File: config.mk
export PLATFORM = sky130hd
export DESIGN_NAME = sdram_result
export DESIGN_NICKNAME = d
export VERILOG_FILES = /design/src/design/mem_ctl_pkg.sv /design/src/design/sdram_result.sv
export VERILOG_INCLUDE_DIRS = /design/src /design/src/design
export SDC_FILE = /design/constraint.sdc
export NUM_CORES = 1
export LEC_CHECK = 0
export ABC_AREA = 1
export BUFFER_PORTS_ARGS = -buffer_cell sky130_fd_sc_hd__buf_2
export CORE_MARGIN = 2
export CORE_UTILIZATION = 34
export CTS_CLUSTER_SIZE = 40
export DETAILED_ROUTE_END_ITERATION = 10
export GPL_TIMING_DRIVEN = 0
export PLACE_DENSITY = 0.89
export SLEW_MARGIN = 20
export SYNTH_ARGS = -nofsm -noshare
export SYNTH_HDL_FRONTEND = slang
export SYNTH_SLANG_ARGS = --single-unit
File: constraint.sdc
create_clock -name clk -period 0.8 [get_ports clk]
set_input_delay 0.04 -clock clk [delete_from_list [all_inputs] [get_ports clk]]
set_output_delay 0.04 -clock clk [all_outputs]
set_load 0.1 [all_outputs]
File: src/design/mem_ctl_consts.svh
// widths and latencies shared by all blocks; DRAM_READ_LATENCY must be 2 or more
`ifndef MEM_CTL_CONSTS_SVH
`define MEM_CTL_CONSTS_SVH

// main-memory word address from the processor
`define SDRAM_ADDR_BITS 22
// address bits from here upward must be zero for an in-range access
`define SDRAM_REGION_LSB 17

// behavioural DDR stand-in, depth set by the low address bits
`define DRAM_MODEL_ADDR_BITS 10
// cycles from command acceptance to app_rd_valid
`define DRAM_READ_LATENCY 2

// video RAM
`define VRAM_ADDR_BITS 15
// ready delays in cycles, both at least 1
`define VRAM_CPU_DELAY 4
`define VRAM_VGA_DELAY 1

`endif
File: src/design/mem_ctl_pkg.sv
// shared types for the memory controller; widths come from mem_ctl_consts.svh
package mem_ctl_pkg;

`include "mem_ctl_consts.svh"

   // data word on every client port
   typedef logic [31:0] word_t;

   // main-memory op
   typedef enum logic {
      SDRAM_READ  = 1'b0,
      SDRAM_WRITE = 1'b1
   } sdram_op_t;

   // decoded client request, held by decode until the next capture
   typedef struct packed {
      sdram_op_t                   op;
      logic [`SDRAM_ADDR_BITS-1:0] addr;
      word_t                       wdata;
      logic                        in_range;
   } sdram_cmd_t;

   // command toward the application interface
   typedef struct packed {
      sdram_op_t                        app_op;
      logic [`DRAM_MODEL_ADDR_BITS-1:0] app_addr;
      word_t                            app_wdata;
   } app_cmd_t;

   // four 8-bit pixels per video RAM word, pix0 in the low byte
   typedef struct packed {
      logic [7:0] pix3;
      logic [7:0] pix2;
      logic [7:0] pix1;
      logic [7:0] pix0;
   } vram_word_t;

endpackage

File: src/design/sdram_result.sv
// read data is kept on sdram_data_out until the next read completes
`timescale 1ns/1ps

module sdram_result (
   input  logic                    clk,
   input  logic                    reset,
   input  mem_ctl_pkg::sdram_cmd_t cmd,
   input  logic                    rd_capture,
   input  mem_ctl_pkg::word_t      app_rd_data,
   input  logic                    hold_read,
   input  logic                    hold_write,
   output mem_ctl_pkg::word_t      sdram_data_out,
   output logic                    sdram_ready,
   output logic                    sdram_done
);

   mem_ctl_pkg::word_t rd_word;

   // outside the low region reads see all ones
   assign rd_word = cmd.in_range ? app_rd_data : '1;

   //////////////////////////////////////////////////
   // data register
   always_ff @(posedge clk) begin
      if (reset)
         sdram_data_out <= '0;
      else if (rd_capture)
         sdram_data_out <= rd_word;
   end

   //////////////////////////////////////////////////
   // ready for reads, done for writes
   always_ff @(posedge clk) begin
      if (reset) begin
         sdram_ready <= 1'b0;
         sdram_done <= 1'b0;
      end else begin
         // hold inputs already fall with the request
         sdram_ready <= hold_read;
         sdram_done <= hold_write;
      end
   end

   // data is in place one edge before ready rises
   a_data_first: assert property (@(posedge clk) disable iff (reset)
      $rose(sdram_ready) |-> $past(rd_capture, 2));

endmodule

==> results.md <==
- GR Layer Usage met2: 44.9%
- Hold path startpoint: rd_capture
- Unique masters post-synth: 11
- Kind of end point of the critical path: output port
- CTS sink count: 34
- Starting density of the core: 35.4%
- Final setup margin: -120 ps
- Max-cap viol count: 0
- TritonCTS clock tree: yes
- NetSw: 1.90 mW
- Flop2flop setup slack: 0 ps
- Power per Cell Area: 1800 nW/um^2
- Largest net degree at the start of global routing: 11
- Kind of critical path: flop to output port
- Clock power frac: 17.9%
- Root buffer cell: clkbuf_4
- Finished Cell Area: 2660 um^2
- Post-Syn Instances: 145
- Unrepaired setup endpoints after global routing: true
- Vias per inst: 4.70
- CTS Buf Count: 5
- Worst Hold End: sdram_data_out[0]
- Row Count: 21
- Met3 Usage GRT: 7.57%
- Synth warn: 0
- Routed vias: 1,448
- Worst vdd ir: 0.967 mV
- IO buf count: 71
- Pleak: 1.20 nW
- Commonest non-fill, non-tap cell in the layout: nor2_1
- Worst hold slack: 75.1 ps
- Final Cycle Share: 115%
- Clock slew at reported path FFs: 100 ps
- Top Usage Layer GRT: met2
- Pwr Total: 4.80 mW
- Worst skew pair latency: 320 ps
- Placer Congestion: 0.705
- Share of cells above drive strength 1: 48.5%
- Area growth from synthesis to layout: 126%
- Sw frac: 39.6%
- DR iter-0 viols: 98
- Final Hold Fails: 0
- Period minus WS final: 920 ps
- Outcome: complete, but fails checks
- R2R Path Start: sdram_data_out[16]
- Routed Antenna Nets: 0
- Crit path max fanout: 2
- Placed wire-length estimate: 2.15 mm
- CP required: 760 ps
- Detailed Routing Iterations Pass 1: 4
- Total GRT Usage: 24.9%
- Vert. Die Dim: 62.9 um
- Worst path slowest cell: dfxtp_4
- Layout Skew: 0 ps
- Critical path's largest stage delay: 380 ps
- Final net count: 355
- Die X: 62.9 um
- Seq pwr share: 40.6%
- Met1 Use GR: 28.1%
- Most frequent cells in the layout: nor2_1, buf_2, dlygate4sd3_1, buf_12, dfxtp_4
- Slew @ Worst Pin: 256 ps
- Setup crit start: sdram_data_out[25]
- Sequential element share of the synthesized area: 57.7%
- Gr ovfl total: 0
- Startpoint types: flop
- WL final: 4.77 mm
- N_diodes: 0
- Mapped Avg Cell Area: 8.14 um^2
- Max-slew violations: 0
- Residual DRC count: 0
- H-tree Lvls: 2
- Maximum root-to-sink buffer count: 2
- Worst path cell trace: buf_12
- Logic pwr share: 41.5%
- Die ar.: 3960 um^2
- FF+latch count, synth: 34
- Avg WL per Cell: 15.5 um
- Slew margin rel.: 82.7%
- Failing checks: setup timing
- FF-to-FF End: sdram_data_out[16]
- First-pass GRT wire length: 7.66 mm
- Syn Nets: 238
- R2R cell count: 3
- Hold Path Depth: 3
- Antenna violations before repair: 0
- Fmax: 1.09 GHz
- Core area: 3340 um^2
- Worst path arrival time: 880 ps
- Dpl cell area: 1720 um^2
- Setup violators final: 34
- Top delay family on crit path: flip-flops
- Pint: 2.90 mW
- Vias in the first global route: 1,546
- Buf/Inv on CP: 1
- Ports placed on the boundary: 127
- Cell Area, Synth: 1180 um^2
- Worst hold path class: input pin to flop
## area by class of cell
cell class                 instances  area [um^2]
tap                               46         57.6
timing repair buffer             110         1250
inverter                           3         11.3
multi-input combinational         99          424
buffer                             9         71.3
fill                             196          676
sequential                        34          803
clock buffer                       7         45.0
## sequential cells by signal, indices dropped and copies added (netlist names)
register / flops
sdram_data_out: 32
sdram_done: 1
sdram_ready: 1
## cells in the mapped netlist, drive strengths merged
cell | n | area share, %
nor2 | 66 | 21
dfxtp | 34 | 58
o21ai | 32 | 14
buf | 9 | 6.0
inv | 3 | 0.95
nand2 | 1 | 0.53
## power by group through the flow
| stage | Clock (mW) | Sequential [mW] | Combinational, mW |
|---|---|---|---|
| finish | 0.859 | 1.95 | 1.99 |
| global route | 0.960 | 1.97 | 2.06 |
| CTS | 0.869 | 1.94 | 1.92 |
| detailed placement | 0 | 1.90 | 1.39 |
| global placement | 0 | 1.89 | 1.38 |
| floorplan | 0 | 2.84 | 0.194 |
## kinds of logic (layout without fill, tap and decap cells)
| group | Yosys count | count (layout) | synth area share [%] |
|---|---|---|---|
| buf+inv | 12 | 129 | 7.00 |
| simple gates | 67 | 67 | 21.7 |
| compound gates | 32 | 32 | 13.6 |
| flops | 34 | 34 | 57.7 |
## layer usage
metal,part of all wire [%],wire length [um],up-vias
met3,7.5,358,6
li1,-,-,694
met5,0,0,-
met2,52,2460,72
met1,40,1890,676
met4,1.2,57,0
## worst max path at each step
| stage | endpoint | slack, ps | depth (start not counted) |
|---|---|---|---|
| floorplan | sdram_data_out[31] | 10 | 2 |
| global placement | sdram_data_out[31] | 20 | 1 |
| detailed placement | sdram_data_out[14] | 20 | 1 |
| CTS | sdram_data_out[0] | -130 | 1 |
| global route | sdram_data_out[25] | -150 | 1 |
| finish | sdram_data_out[25] | -120 | 1 |
## stage by stage
step	util (%)	setup WS, ps	std cells	TNS (ps)
2_1_floorplan	-	11.6	145	0
3_3_place_gp	51.4	24.3	262	0
3_5_place_dp	51.4	15.0	262	0
4_1_cts	79.1	-130	306	-4000
5_1_grt	79.8	-146	308	-4600
6_report	79.8	-120	308	-3460
## repair_timing
action / 4_1_cts / 5_1_grt
buffers inserted: 1 / 2
endpoints found under the setup margin: 34 / 35
hold buffers: 36 / 0
pin swaps: 0 / 0
hold endpoints to repair: 34 / 0
resized for setup: 136 / 2
No activity file was read; power rests on OpenSTA's default activity.
