$ cat src/design/mem_ctl_consts.svh
// widths and latencies shared by all blocks; DRAM_READ_LATENCY must be 2 or more
`ifndef MEM_CTL_CONSTS_SVH
`define MEM_CTL_CONSTS_SVH

// main-memory word address from the processor
`define SDRAM_ADDR_BITS 22
// address bits from here upward must be zero for an in-range access
`define SDRAM_REGION_LSB 17

// behavioural DDR stand-in, depth set by the low address bits
`define DRAM_MODEL_ADDR_BITS 10
// cycles from command acceptance to app_rd_valid
`define DRAM_READ_LATENCY 2

// video RAM
`define VRAM_ADDR_BITS 15
// ready delays in cycles, both at least 1
`define VRAM_CPU_DELAY 4
`define VRAM_VGA_DELAY 1

`endif
$ cat src/design/mem_ctl_pkg.sv
// shared types for the memory controller; widths come from mem_ctl_consts.svh
package mem_ctl_pkg;

`include "mem_ctl_consts.svh"

   // data word on every client port
   typedef logic [31:0] word_t;

   // main-memory op
   typedef enum logic {
      SDRAM_READ  = 1'b0,
      SDRAM_WRITE = 1'b1
   } sdram_op_t;

   // decoded client request, held by decode until the next capture
   typedef struct packed {
      sdram_op_t                   op;
      logic [`SDRAM_ADDR_BITS-1:0] addr;
      word_t                       wdata;
      logic                        in_range;
   } sdram_cmd_t;

   // command toward the application interface
   typedef struct packed {
      sdram_op_t                        app_op;
      logic [`DRAM_MODEL_ADDR_BITS-1:0] app_addr;
      word_t                            app_wdata;
   } app_cmd_t;

   // four 8-bit pixels per video RAM word, pix0 in the low byte
   typedef struct packed {
      logic [7:0] pix3;
      logic [7:0] pix2;
      logic [7:0] pix1;
      logic [7:0] pix0;
   } vram_word_t;

endpackage

$ cat src/design/sdram_req_decode.sv
// client must hold address and data stable while its request is high
`timescale 1ns/1ps
`include "mem_ctl_consts.svh"

module sdram_req_decode (
   input  logic                           clk,
   input  logic                           reset,
   input  logic                           sdram_req,
   input  logic                           sdram_write,
   input  logic [`SDRAM_ADDR_BITS-1:0]    sdram_addr,
   input  mem_ctl_pkg::word_t             sdram_data_in,
   input  logic                           seq_idle,
   input  logic                           cmd_take,
   output logic                           cmd_valid,
   output mem_ctl_pkg::sdram_cmd_t        cmd
);

   logic armed;
   logic capture;
   logic op_dropped;

   // one capture per request level, only toward an idle sequencer
   assign capture = (sdram_req || sdram_write) && seq_idle && !cmd_valid && armed;
   // level of the op last captured has gone low
   assign op_dropped = (cmd.op == mem_ctl_pkg::SDRAM_READ) ? !sdram_req : !sdram_write;

   always_ff @(posedge clk) begin
      if (reset) begin
         cmd_valid <= 1'b0;
         armed <= 1'b1;
      end else begin
         if (capture) begin
            cmd_valid <= 1'b1;
            armed <= 1'b0;
         end else begin
            if (cmd_take)
               cmd_valid <= 1'b0;
            // re-arm once the client lets go
            if (!armed && op_dropped)
               armed <= 1'b1;
         end
      end
   end

   // payload
   always_ff @(posedge clk) begin
      if (capture) begin
         cmd.op <= sdram_write ? mem_ctl_pkg::SDRAM_WRITE : mem_ctl_pkg::SDRAM_READ;
         cmd.addr <= sdram_addr;
         cmd.wdata <= sdram_data_in;
         // only the low region is backed by memory
         cmd.in_range <= (sdram_addr[`SDRAM_ADDR_BITS-1:`SDRAM_REGION_LSB] == '0);
      end
   end

   // client protocol: one kind of request at a time
   a_req_excl: assert property (@(posedge clk) disable iff (reset)
      !(sdram_req && sdram_write));

endmodule

$ cat config.mk
export PLATFORM = sky130hd
export DESIGN_NAME = sdram_req_decode
export DESIGN_NICKNAME = d
export VERILOG_FILES = /design/src/design/mem_ctl_pkg.sv /design/src/design/sdram_req_decode.sv
export VERILOG_INCLUDE_DIRS = /design/src /design/src/design
export SDC_FILE = /design/constraint.sdc
export NUM_CORES = 1
export LEC_CHECK = 0
export BUFFER_PORTS_ARGS = -buffer_cell sky130_fd_sc_hd__buf_4
export CORE_UTILIZATION = 41
export DETAILED_ROUTE_END_ITERATION = 6
export PLACE_DENSITY = 0.78
export SETUP_SLACK_MARGIN = 0.15
export SLEW_MARGIN = 20
export SYNTH_ARGS = -nofsm -noshare
export SYNTH_HDL_FRONTEND = slang
export SYNTH_SLANG_ARGS = --single-unit
export TNS_END_PERCENT = 5
$ cat constraint.sdc
create_clock -name clk -period 5.28 [get_ports clk]
set_input_delay 0.264 -clock clk [delete_from_list [all_inputs] [get_ports clk]]
set_output_delay 0.264 -clock clk [all_outputs]
set_load 0.05 [all_outputs]
==> flow_summary_export.csv <==
group,metric,value,unit
setup_path,r2r-start,"armed",
detailed_routing,drtAntennaViolNets,0,
floorplanning,die_y,68.1,um
final_layout,syn_to_final_growth,62.8,%
global_routing,grt.overflow.total,0,
clocking,cts-resized-gates,0,
synthesis,synth_area_leaders,"edfxtp_1 94%, dfxtp_1 2.2%, nand4bb_1 0.63%, mux2i_1 0.56%, o32a_1 0.56%",
setup_path,regToRegSetupSlack,3.39,ns
detailed_routing,drt_iter0_drc,56,
detailed_routing,vias,1143,
min_path,hold_start,"sdram_data_in[30]",
detailed_routing,wire_per_inst,15.4,um
synthesis,synth_edf_count,56,
detailed_routing,viasPerCell,4.55,
placed_design,portBuffers,116,
synthesis,synthCells,68,
clocking,clock_latency,0.32,ns
detailed_routing,drcViolationCount,0,
global_routing,antenna_found_initial,0,
sta,tns,0,ns
synthesis,ys_warn_count,0,
clocking,cts_setup_buffers,0,
final_layout,fillers,262,
clocking,clkSlewWorstSetupHoldPaths,0.06,ns
floorplanning,initial_core_util,43.8,%
sta,rsz0062_at_grt,"false",
detailed_routing,drtPass1Iterations,4,
final_layout,antenna_cells,0,
sta,min_period,1.89,ns
final_layout,utilization,71.3,%
synthesis,synth.largest_area_cell,"edfxtp_1",
clocking,cts_inserted_buffers,9,
setup_path,endpoint_kind,"flop",
global_routing,gr-usage-all-layers,17.2,%
synthesis,ys.flop_type,"edfxtp_1",
sta,final_hold_viol_count,0,
floorplanning,die_area,4630,um^2
floorplanning,die_w,68.1,um
sta,setup_viol,0,
clocking,cts_root_buf,"clkbuf_8",
synthesis,ys_ff_latch,58,
synthesis,synth_fp_nets,128,
outcome,outcome,"completed",
clocking,cts_tree,"yes",
job,max_cap_violations,0,
power_and_ir_drop,total_leakage_power,1.22,nW
sta,maxSlewViolCount,0,
final_layout,nets,256,
setup_path,startpoint,"armed",
global_routing,grt_max_degree,50,
setup_path,crit_required,5.24,ns
synthesis,yosysMostFrequentCell,"edfxtp_1",
global_routing,grt_pass1_wl,5.31,mm
min_path,worstHoldPathType,"in2reg",
clocking,cts_hold_buf,0,
clocking,cts_max_level,3,
floorplanning,core-area,4090,um^2
placed_design,place_congestion,0.670,
synthesis,syn_area,1790,um^2
synthesis,yosysSeqAreaShare,96.2,%
setup_path,cp_max_fo,49,
detailed_routing,totalWireLength,3.86,mm
placed_design,pre_cts_slack,3.33,ns
power_and_ir_drop,peakVddDrop,0.219,mV
synthesis,synth.avg_cell_area,26.3,um^2
floorplanning,row_count,23,
sta,fmax,528,MHz
sta,layout_setup_ws,3.39,ns
clocking,clock_path_buffers,2,
sta,fin_crit_sh,35.9,%
setup_path,critPathKind,"reg2reg",
sta,tightest_slew,0.604,ns
floorplanning,io_pins,117,
global_routing,first_global_vias,1208,
synthesis,synth-async-reset-ratio,0,%
sta,slew_headroom,59.7,%
power_and_ir_drop,powerDensity,385,nW/um^2
sta,clock_skew,0.00412,ns
clocking,numClockSinks,58,
setup_path,arrival,1.85,ns
final_layout,drive_above_1_share,64.2,%
sta,fin_hold_ws,0.111,ns
setup_path,start_kind,"flop",
synthesis,synth_commonest_cells,"56 x edfxtp_1, 2 x dfxtp_1, 2 x nor2_1",
synthesis,ys_types,11,
synthesis,yosys.area.top_type_share,94.0,%
==> cell type report <==
cell class              instances  area (um^2)  area share (%)
clock buffers                  12          135            4.64
repair buffers                117          878            30.2
well taps                      50         62.6            2.15
multi-input cells               9         68.8            2.36
clock inverters                 4         42.5            1.46
inverters                       1         3.75           0.129
flip-flops and latches         58         1720            59.1
==> registers in the layout, summed over array words and instances (netlist names) <==
signal,cells
cmd_valid,1
armed,1
cmd,56
==> metal layers <==
metal	GRT usage, %	wire length, um
met3	11.8	542
met4	10.7	94
met1	16.1	1260
met5	0	0
met2	27.2	1960
==> power by group <==
group	total, mW	internal (mW)	leakage [nW]	switching, mW
Combinational	0.200	0.0653	0.588	0.135
Clock	0.368	0.214	0.0894	0.154
Sequential	0.554	0.545	0.543	0.00960
==> layout by cell type, fill, tap and decap left out <==
master / Yosys / routed
buf_4: 0 / 117
edfxtp_1: 56 / 56
clkbuf_8: 0 / 9
clkbuf_1: 0 / 3
nor2_1: 2 / 2
dfxtp_1: 2 / 2
clkinv_1: 0 / 2
nand2_1: 1 / 1
nor3_2: 0 / 1
or4_1: 1 / 1
inv_1: 1 / 1
nand4bb_1: 1 / 1
o32ai_1: 1 / 1
mux2i_1: 1 / 1
o32a_1: 1 / 1
clkinv_2: 0 / 1
bufinv_16: 0 / 1
==> critical path, stage by stage (launching register included) <==
cell and delay [ns]:
dfxtp_1 0.36, nand2_1 0.08, nor3_2 0.45, buf_4 0.62
==> stage by stage <==
step	power, mW	instance area, um^2	instances
after floorplan	0.685	1790	68
after global routing	1.16	2910	251
after global placement	0.761	2740	235
after detailed placement	0.765	2740	235
after CTS	1.13	2910	251
final	1.12	2910	251
==> final timing paths <==
path                             endpoint  depth (start not counted)
worst max-delay path               cmd[7]                          3
worst min-delay path              cmd[31]                          1
worst max register to register     cmd[7]                          3
worst min register to register  cmd_valid                          2
==> logic make-up (layout without fill, tap and decap cells) <==
logic type	Yosys count	count (layout)	share of synthesized area [%]
and+or+nand+nor	6	6	1.96
buffers and inverters	1	134	0.210
muxes	1	1	0.559
DFF	58	58	96.2
AOI/OAI and AO/OA	2	2	1.05
(Power assumes the default switching activity.)
