`src/design/mem_ctl_consts.svh`:
```
// widths and latencies shared by all blocks; DRAM_READ_LATENCY must be 2 or more
`ifndef MEM_CTL_CONSTS_SVH
`define MEM_CTL_CONSTS_SVH

// main-memory word address from the processor
`define SDRAM_ADDR_BITS 22
// address bits from here upward must be zero for an in-range access
`define SDRAM_REGION_LSB 17

// behavioural DDR stand-in, depth set by the low address bits
`define DRAM_MODEL_ADDR_BITS 10
// cycles from command acceptance to app_rd_valid
`define DRAM_READ_LATENCY 2

// video RAM
`define VRAM_ADDR_BITS 15
// ready delays in cycles, both at least 1
`define VRAM_CPU_DELAY 4
`define VRAM_VGA_DELAY 1

`endif
```
`src/design/mem_ctl_pkg.sv`:
```
// shared types for the memory controller; widths come from mem_ctl_consts.svh
package mem_ctl_pkg;

`include "mem_ctl_consts.svh"

   // data word on every client port
   typedef logic [31:0] word_t;

   // main-memory op
   typedef enum logic {
      SDRAM_READ  = 1'b0,
      SDRAM_WRITE = 1'b1
   } sdram_op_t;

   // decoded client request, held by decode until the next capture
   typedef struct packed {
      sdram_op_t                   op;
      logic [`SDRAM_ADDR_BITS-1:0] addr;
      word_t                       wdata;
      logic                        in_range;
   } sdram_cmd_t;

   // command toward the application interface
   typedef struct packed {
      sdram_op_t                        app_op;
      logic [`DRAM_MODEL_ADDR_BITS-1:0] app_addr;
      word_t                            app_wdata;
   } app_cmd_t;

   // four 8-bit pixels per video RAM word, pix0 in the low byte
   typedef struct packed {
      logic [7:0] pix3;
      logic [7:0] pix2;
      logic [7:0] pix1;
      logic [7:0] pix0;
   } vram_word_t;

endpackage

```
`src/design/sdram_sequencer.sv`:
```
// one command in flight; app_en is only raised when the interface can take it
`timescale 1ns/1ps
`include "mem_ctl_consts.svh"

module sdram_sequencer (
   input  logic                    clk,
   input  logic                    reset,
   input  logic                    cmd_valid,
   input  mem_ctl_pkg::sdram_cmd_t cmd,
   input  logic                    sdram_req,
   input  logic                    sdram_write,
   output logic                    cmd_take,
   output logic                    seq_idle,
   output logic                    app_en,
   output mem_ctl_pkg::app_cmd_t   app_cmd,
   input  logic                    app_rdy,
   input  logic                    app_wdf_rdy,
   input  logic                    app_rd_valid,
   output logic                    rd_capture,
   output logic                    hold_read,
   output logic                    hold_write
);

   //////////////////////////////////////////////////
   // one-hot state bits
   localparam int S_IDLE = 0;
   localparam int S_RD_ISSUE = 1;
   localparam int S_RD_BUSY = 2;
   localparam int S_RD_HOLD = 3;
   localparam int S_WR_ISSUE = 4;
   localparam int S_WR_HOLD = 5;

   localparam logic [5:0] ST_IDLE = 6'b000001;
   localparam logic [5:0] ST_RD_ISSUE = 6'b000010;
   localparam logic [5:0] ST_RD_BUSY = 6'b000100;
   localparam logic [5:0] ST_RD_HOLD = 6'b001000;
   localparam logic [5:0] ST_WR_ISSUE = 6'b010000;
   localparam logic [5:0] ST_WR_HOLD = 6'b100000;

   logic [5:0] state;
   logic [5:0] state_next;
   logic       rd_go;
   logic       wr_go;

   always_ff @(posedge clk) begin
      if (reset)
         state <= ST_IDLE;
      else
         state <= state_next;
   end

   // command transfers this cycle
   assign rd_go = state[S_RD_ISSUE] && app_rdy;
   assign wr_go = state[S_WR_ISSUE] && app_rdy && app_wdf_rdy;

   always_comb begin
      state_next = state;
      if (state[S_IDLE] && cmd_valid) begin
         if (cmd.op == mem_ctl_pkg::SDRAM_READ)
            state_next = ST_RD_ISSUE;
         // out-of-range write is dropped but still acknowledged
         else if (cmd.in_range)
            state_next = ST_WR_ISSUE;
         else
            state_next = ST_WR_HOLD;
      end
      else if (rd_go)
         state_next = ST_RD_BUSY;
      else if (state[S_RD_BUSY] && app_rd_valid)
         state_next = ST_RD_HOLD;
      else if (state[S_RD_HOLD] && !sdram_req)
         state_next = ST_IDLE;
      else if (wr_go)
         state_next = ST_WR_HOLD;
      else if (state[S_WR_HOLD] && !sdram_write)
         state_next = ST_IDLE;
   end

   assign seq_idle = state[S_IDLE];
   assign cmd_take = state[S_IDLE] && cmd_valid;
   assign app_en = rd_go || wr_go;

   // low address bits select the stand-in word
   always_comb begin
      app_cmd.app_op = cmd.op;
      app_cmd.app_addr = cmd.addr[`DRAM_MODEL_ADDR_BITS-1:0];
      app_cmd.app_wdata = cmd.wdata;
   end

   assign rd_capture = state[S_RD_BUSY] && app_rd_valid;
   // drop with the request so ready and done fall one edge later
   assign hold_read = state[S_RD_HOLD] && sdram_req;
   assign hold_write = state[S_WR_HOLD] && sdram_write;

   a_onehot: assert property (@(posedge clk) disable iff (reset) $onehot(state));
   // app_en only from an issue state whose op matches the held command
   // out-of-range writes never reach the interface
   a_en_issue: assert property (@(posedge clk) disable iff (reset)
      app_en |-> ((state[S_RD_ISSUE] && cmd.op == mem_ctl_pkg::SDRAM_READ) ||
                  (state[S_WR_ISSUE] && cmd.op == mem_ctl_pkg::SDRAM_WRITE &&
                   cmd.in_range)));

endmodule

```
`config.mk`:
```
export PLATFORM = sky130hd
export DESIGN_NAME = sdram_sequencer
export DESIGN_NICKNAME = d
export VERILOG_FILES = /design/src/design/mem_ctl_pkg.sv /design/src/design/sdram_sequencer.sv
export VERILOG_INCLUDE_DIRS = /design/src /design/src/design
export SDC_FILE = /design/constraint.sdc
export NUM_CORES = 1
export LEC_CHECK = 0
export BUFFER_PORTS_ARGS = -buffer_cell sky130_fd_sc_hd__buf_4
export CAP_MARGIN = 20
export CORE_ASPECT_RATIO = 1.75
export CORE_MARGIN = 1.5
export CORE_UTILIZATION = 27
export CTS_CLUSTER_SIZE = 28
export DETAILED_ROUTE_END_ITERATION = 8
export GPL_ROUTABILITY_DRIVEN = 0
export GPL_TIMING_DRIVEN = 0
export PLACE_DENSITY = 0.81
export SLEW_MARGIN = 40
export SYNTH_ARGS = -nofsm -noshare
export SYNTH_HDL_FRONTEND = slang
export SYNTH_SLANG_ARGS = --single-unit
```
`constraint.sdc`:
```
create_clock -name clk -period 2.2 [get_ports clk]
set_input_delay 0.33 -clock clk [delete_from_list [all_inputs] [get_ports clk]]
set_output_delay 0.33 -clock clk [all_outputs]
set_load 0.01 [all_outputs]
```
==> impl_metrics.csv <==
group,metric,value,unit
routing,drc,0,
timing,slew_headroom,81.3,%
timing,grt_setup_unrepaired,"no",
synthesis,synth_xor_area_share,0,%
critical_path,crit_path_start_kind,"register",
clocking,cts.path.max_buffers,2,
worst_hold_path,hold_class,"in -> reg",
global_routing,grt-busiest-layer,"met2",
critical_path,crit_path_max_incr_delay,0.36,ns
floorplanning,rows,23,
clocking,root_buffer,"clkbuf_8",
routing,first_pass_iters,4,
power_and_ir_drop,p_int,0.000362,W
synthesis,ys_ff_latch,6,
cells_and_area,drive_above_1_share,80.0,%
timing,clock_skew,0.000232,ns
cells_and_area,largest_reg_flops,6,
floorplanning,die_width,40,µm
routing,routed-via-count,732,
timing,final_period_minus_worst_setup_slack,1.24,ns
clocking,ctsResizeCount,0,
critical_path,critical_path_required,1.87,ns
synthesis,netlist_area,647,µm²
power_and_ir_drop,power_frac_seq,24.7,%
floorplanning,die_area,2710,µm²
synthesis,synth_cells,79,
power_and_ir_drop,ir_worst_vdd,274,µV
power_and_ir_drop,p_sw_share,25.7,%
routing,avgViaCountPerCell,4.44,
timing,worst_slack,0.965,ns
critical_path,critPathArrivalTime,0.91,ns
synthesis,synth-adder-area-share,0,%
outcome,outcome,"completed",
global_routing,grt_max_degree,6,
floorplanning,core-area,2270,µm²
global_routing,overflow,0,
synthesis,synth_nets,143,
synthesis,synthMuxAreaShare,0,%
power_and_ir_drop,power.total,0.000488,W
power_and_ir_drop,p_clk_share,33.8,%
critical_path,worstPathCellList,"nand2_2 -> inv_1 -> buf_4",
synthesis,yosysWarnings,0,
global_routing,use_met2,24.4,%
synthesis,avgSynthCellArea,8.19,µm²
timing,finalSetupViolations,0,
floorplanning,die_y,67.8,µm
power_and_ir_drop,p_leak,0.655,nW
clocking,cts_hold_buf,0,
job,drv_cap,0,
routing,wirelength,1860,µm
floorplanning,start_util,28.5,%
global_routing,antenna_found_initial,0,
clocking,cts_max_level,1,
synthesis,synth-seq-area-share,18.6,%
timing,timing.fmax,0.809,GHz
global_routing,grt_pass1_vias,637,
clocking,clk_pin_slew_worst_paths,0.03,ns
cells_and_area,reg_top3,"state x6",
synthesis,yosys.area_share.simple,18.6,%
clocking,cts-buffers-inserted,3,
timing,setup_tns,0,ns
timing,period_share,56.2,%
global_routing,grtUsageMet3,4.61,%
synthesis,synth_top_family_by_area,"buffers and inverters",
routing,ant_nets,0,
cells_and_area,final-instance-count-excl-fill,165,
clocking,cts_setup_buffers,0,
placement,portBuffers,58,
power_and_ir_drop,powerDensity,423,nW/µm²
placement,dpl_worst_slack,0.903,ns
critical_path,cp_max_fo,5,
cells_and_area,synthToLayoutAreaGrowth,78.5,%
clocking,clk_latency,0.22,ns
cells_and_area,nFillCells,231,
cells_and_area,antenna_cells,0,
routing,drt-initial-drc-count,6,
critical_path,crit_type,"reg -> out",
global_routing,grt_usage,13.7,%
timing,hold_violations,0,
synthesis,synth.distinct_cells,21,
global_routing,grt.met1_usage,11.1,%
synthesis,synth_compound_area_share,10.6,%
routing,wl_per_cell,11.3,µm
timing,worst_slew_pin_slew,0.279,ns
cells_and_area,regMostFlops,"state",
cells_and_area,nets,206,
global_routing,grt_pass1_wl,2500,µm
floorplanning,io_pins,113,
power_and_ir_drop,p_sw,0.000126,W
power_and_ir_drop,combPwrFrac,41.5,%
cells_and_area,layout_common_cells,"101 x buf_4, 6 x dfxtp_1, 4 x inv_1, 4 x nor2_1",
clocking,cts_tree,"yes",
placement,place_hpwl,1690,µm
critical_path,slowest_stage,"dfxtp_1",
critical_path,crit_path_end_kind,"primary output",
placement,dpl.cell_count,162,
clocking,clkSinkCount,6,
timing,drv_slew,0,
cells_and_area,final_common_cell,"buf_4",
## per-layer routing
metal	wire length [µm]	share of wire [%]
met1	467	25
met2	914	49
met5	0	0
met3	422	23
met4	55	3.0
## power by group through the flow
stage	Sequential, W	Combinational, W	Clock, W
finish	0.000120	0.000203	0.000165
detailed placement	0.000122	0.000205	0
global placement	0.000121	0.000201	0
CTS	0.000120	0.000205	0.000168
global route	0.000121	0.000219	0.000172
floorplan	0.000122	0.000112	0
## worst max-delay path: cells and delay by family, from the launching register on
family | cells | cell delay, ns
flops | 1 | 0.36
buf+inv | 2 | 0.21
simple gates | 1 | 0.10
## metrics by stage
step	hold slack [ns]	cell area [µm²]	utilization [%]
after floorplan	0.408	647	-
after global placement	0.460	1110	49.0
after detailed placement	0.474	1110	49.0
after CTS	0.333	1150	50.8
after global routing	0.343	1150	50.8
final	0.332	1150	50.8
## area by class of cell
cell class | instances | area (µm²) | area share [%]
tap | 25 | 31.3 | 2.71
buffer | 43 | 323 | 28.0
sequential | 6 | 120 | 10.4
multi-input combinational | 26 | 189 | 16.4
clock buffer | 3 | 41.3 | 3.58
inverter | 4 | 15.0 | 1.30
timing repair buffer | 58 | 435 | 37.7
## path summary, 6_finish.rpt
| kind | start | to | slack [ns] | cells after the start |
|---|---|---|---|---|
| max | state[0] | cmd_take | 0.96 | 3 |
| min | reset | state[5] | 0.33 | 2 |
| max reg2reg | state[1] | state[1] | 1.02 | 4 |
| min reg2reg | state[2] | state[2] | 0.48 | 1 |
## cells in the mapped netlist
| cell | count | area [µm²] |
|---|---|---|
| buf_4 | 43 | 323 |
| dfxtp_1 | 6 | 120 |
| inv_1 | 4 | 15.0 |
| nor2_1 | 4 | 15.0 |
| nand2_1 | 3 | 11.3 |
| a32o_1 | 2 | 20.0 |
| and3_2 | 2 | 15.0 |
| nor3_1 | 2 | 10.0 |
| a21oi_1 | 1 | 5.00 |
| a22o_1 | 1 | 8.76 |
| a41o_2 | 1 | 11.3 |
| and2_1 | 1 | 6.26 |
| and2b_1 | 1 | 7.51 |
| nand2_2 | 1 | 6.26 |
| nand2b_2 | 1 | 8.76 |
| nand4_2 | 1 | 12.5 |
| nor2b_1 | 1 | 6.26 |
| nor4_4 | 1 | 21.3 |
| o21ai_0 | 1 | 5.00 |
| o31ai_1 | 1 | 7.51 |
| o32a_2 | 1 | 11.3 |
## cell families after synthesis
group           count (synthesis)
buf+inv                        47
flops                           6
compound gates                  8
simple gates                   18
No activity file was read; power rests on OpenSTA's default activity.
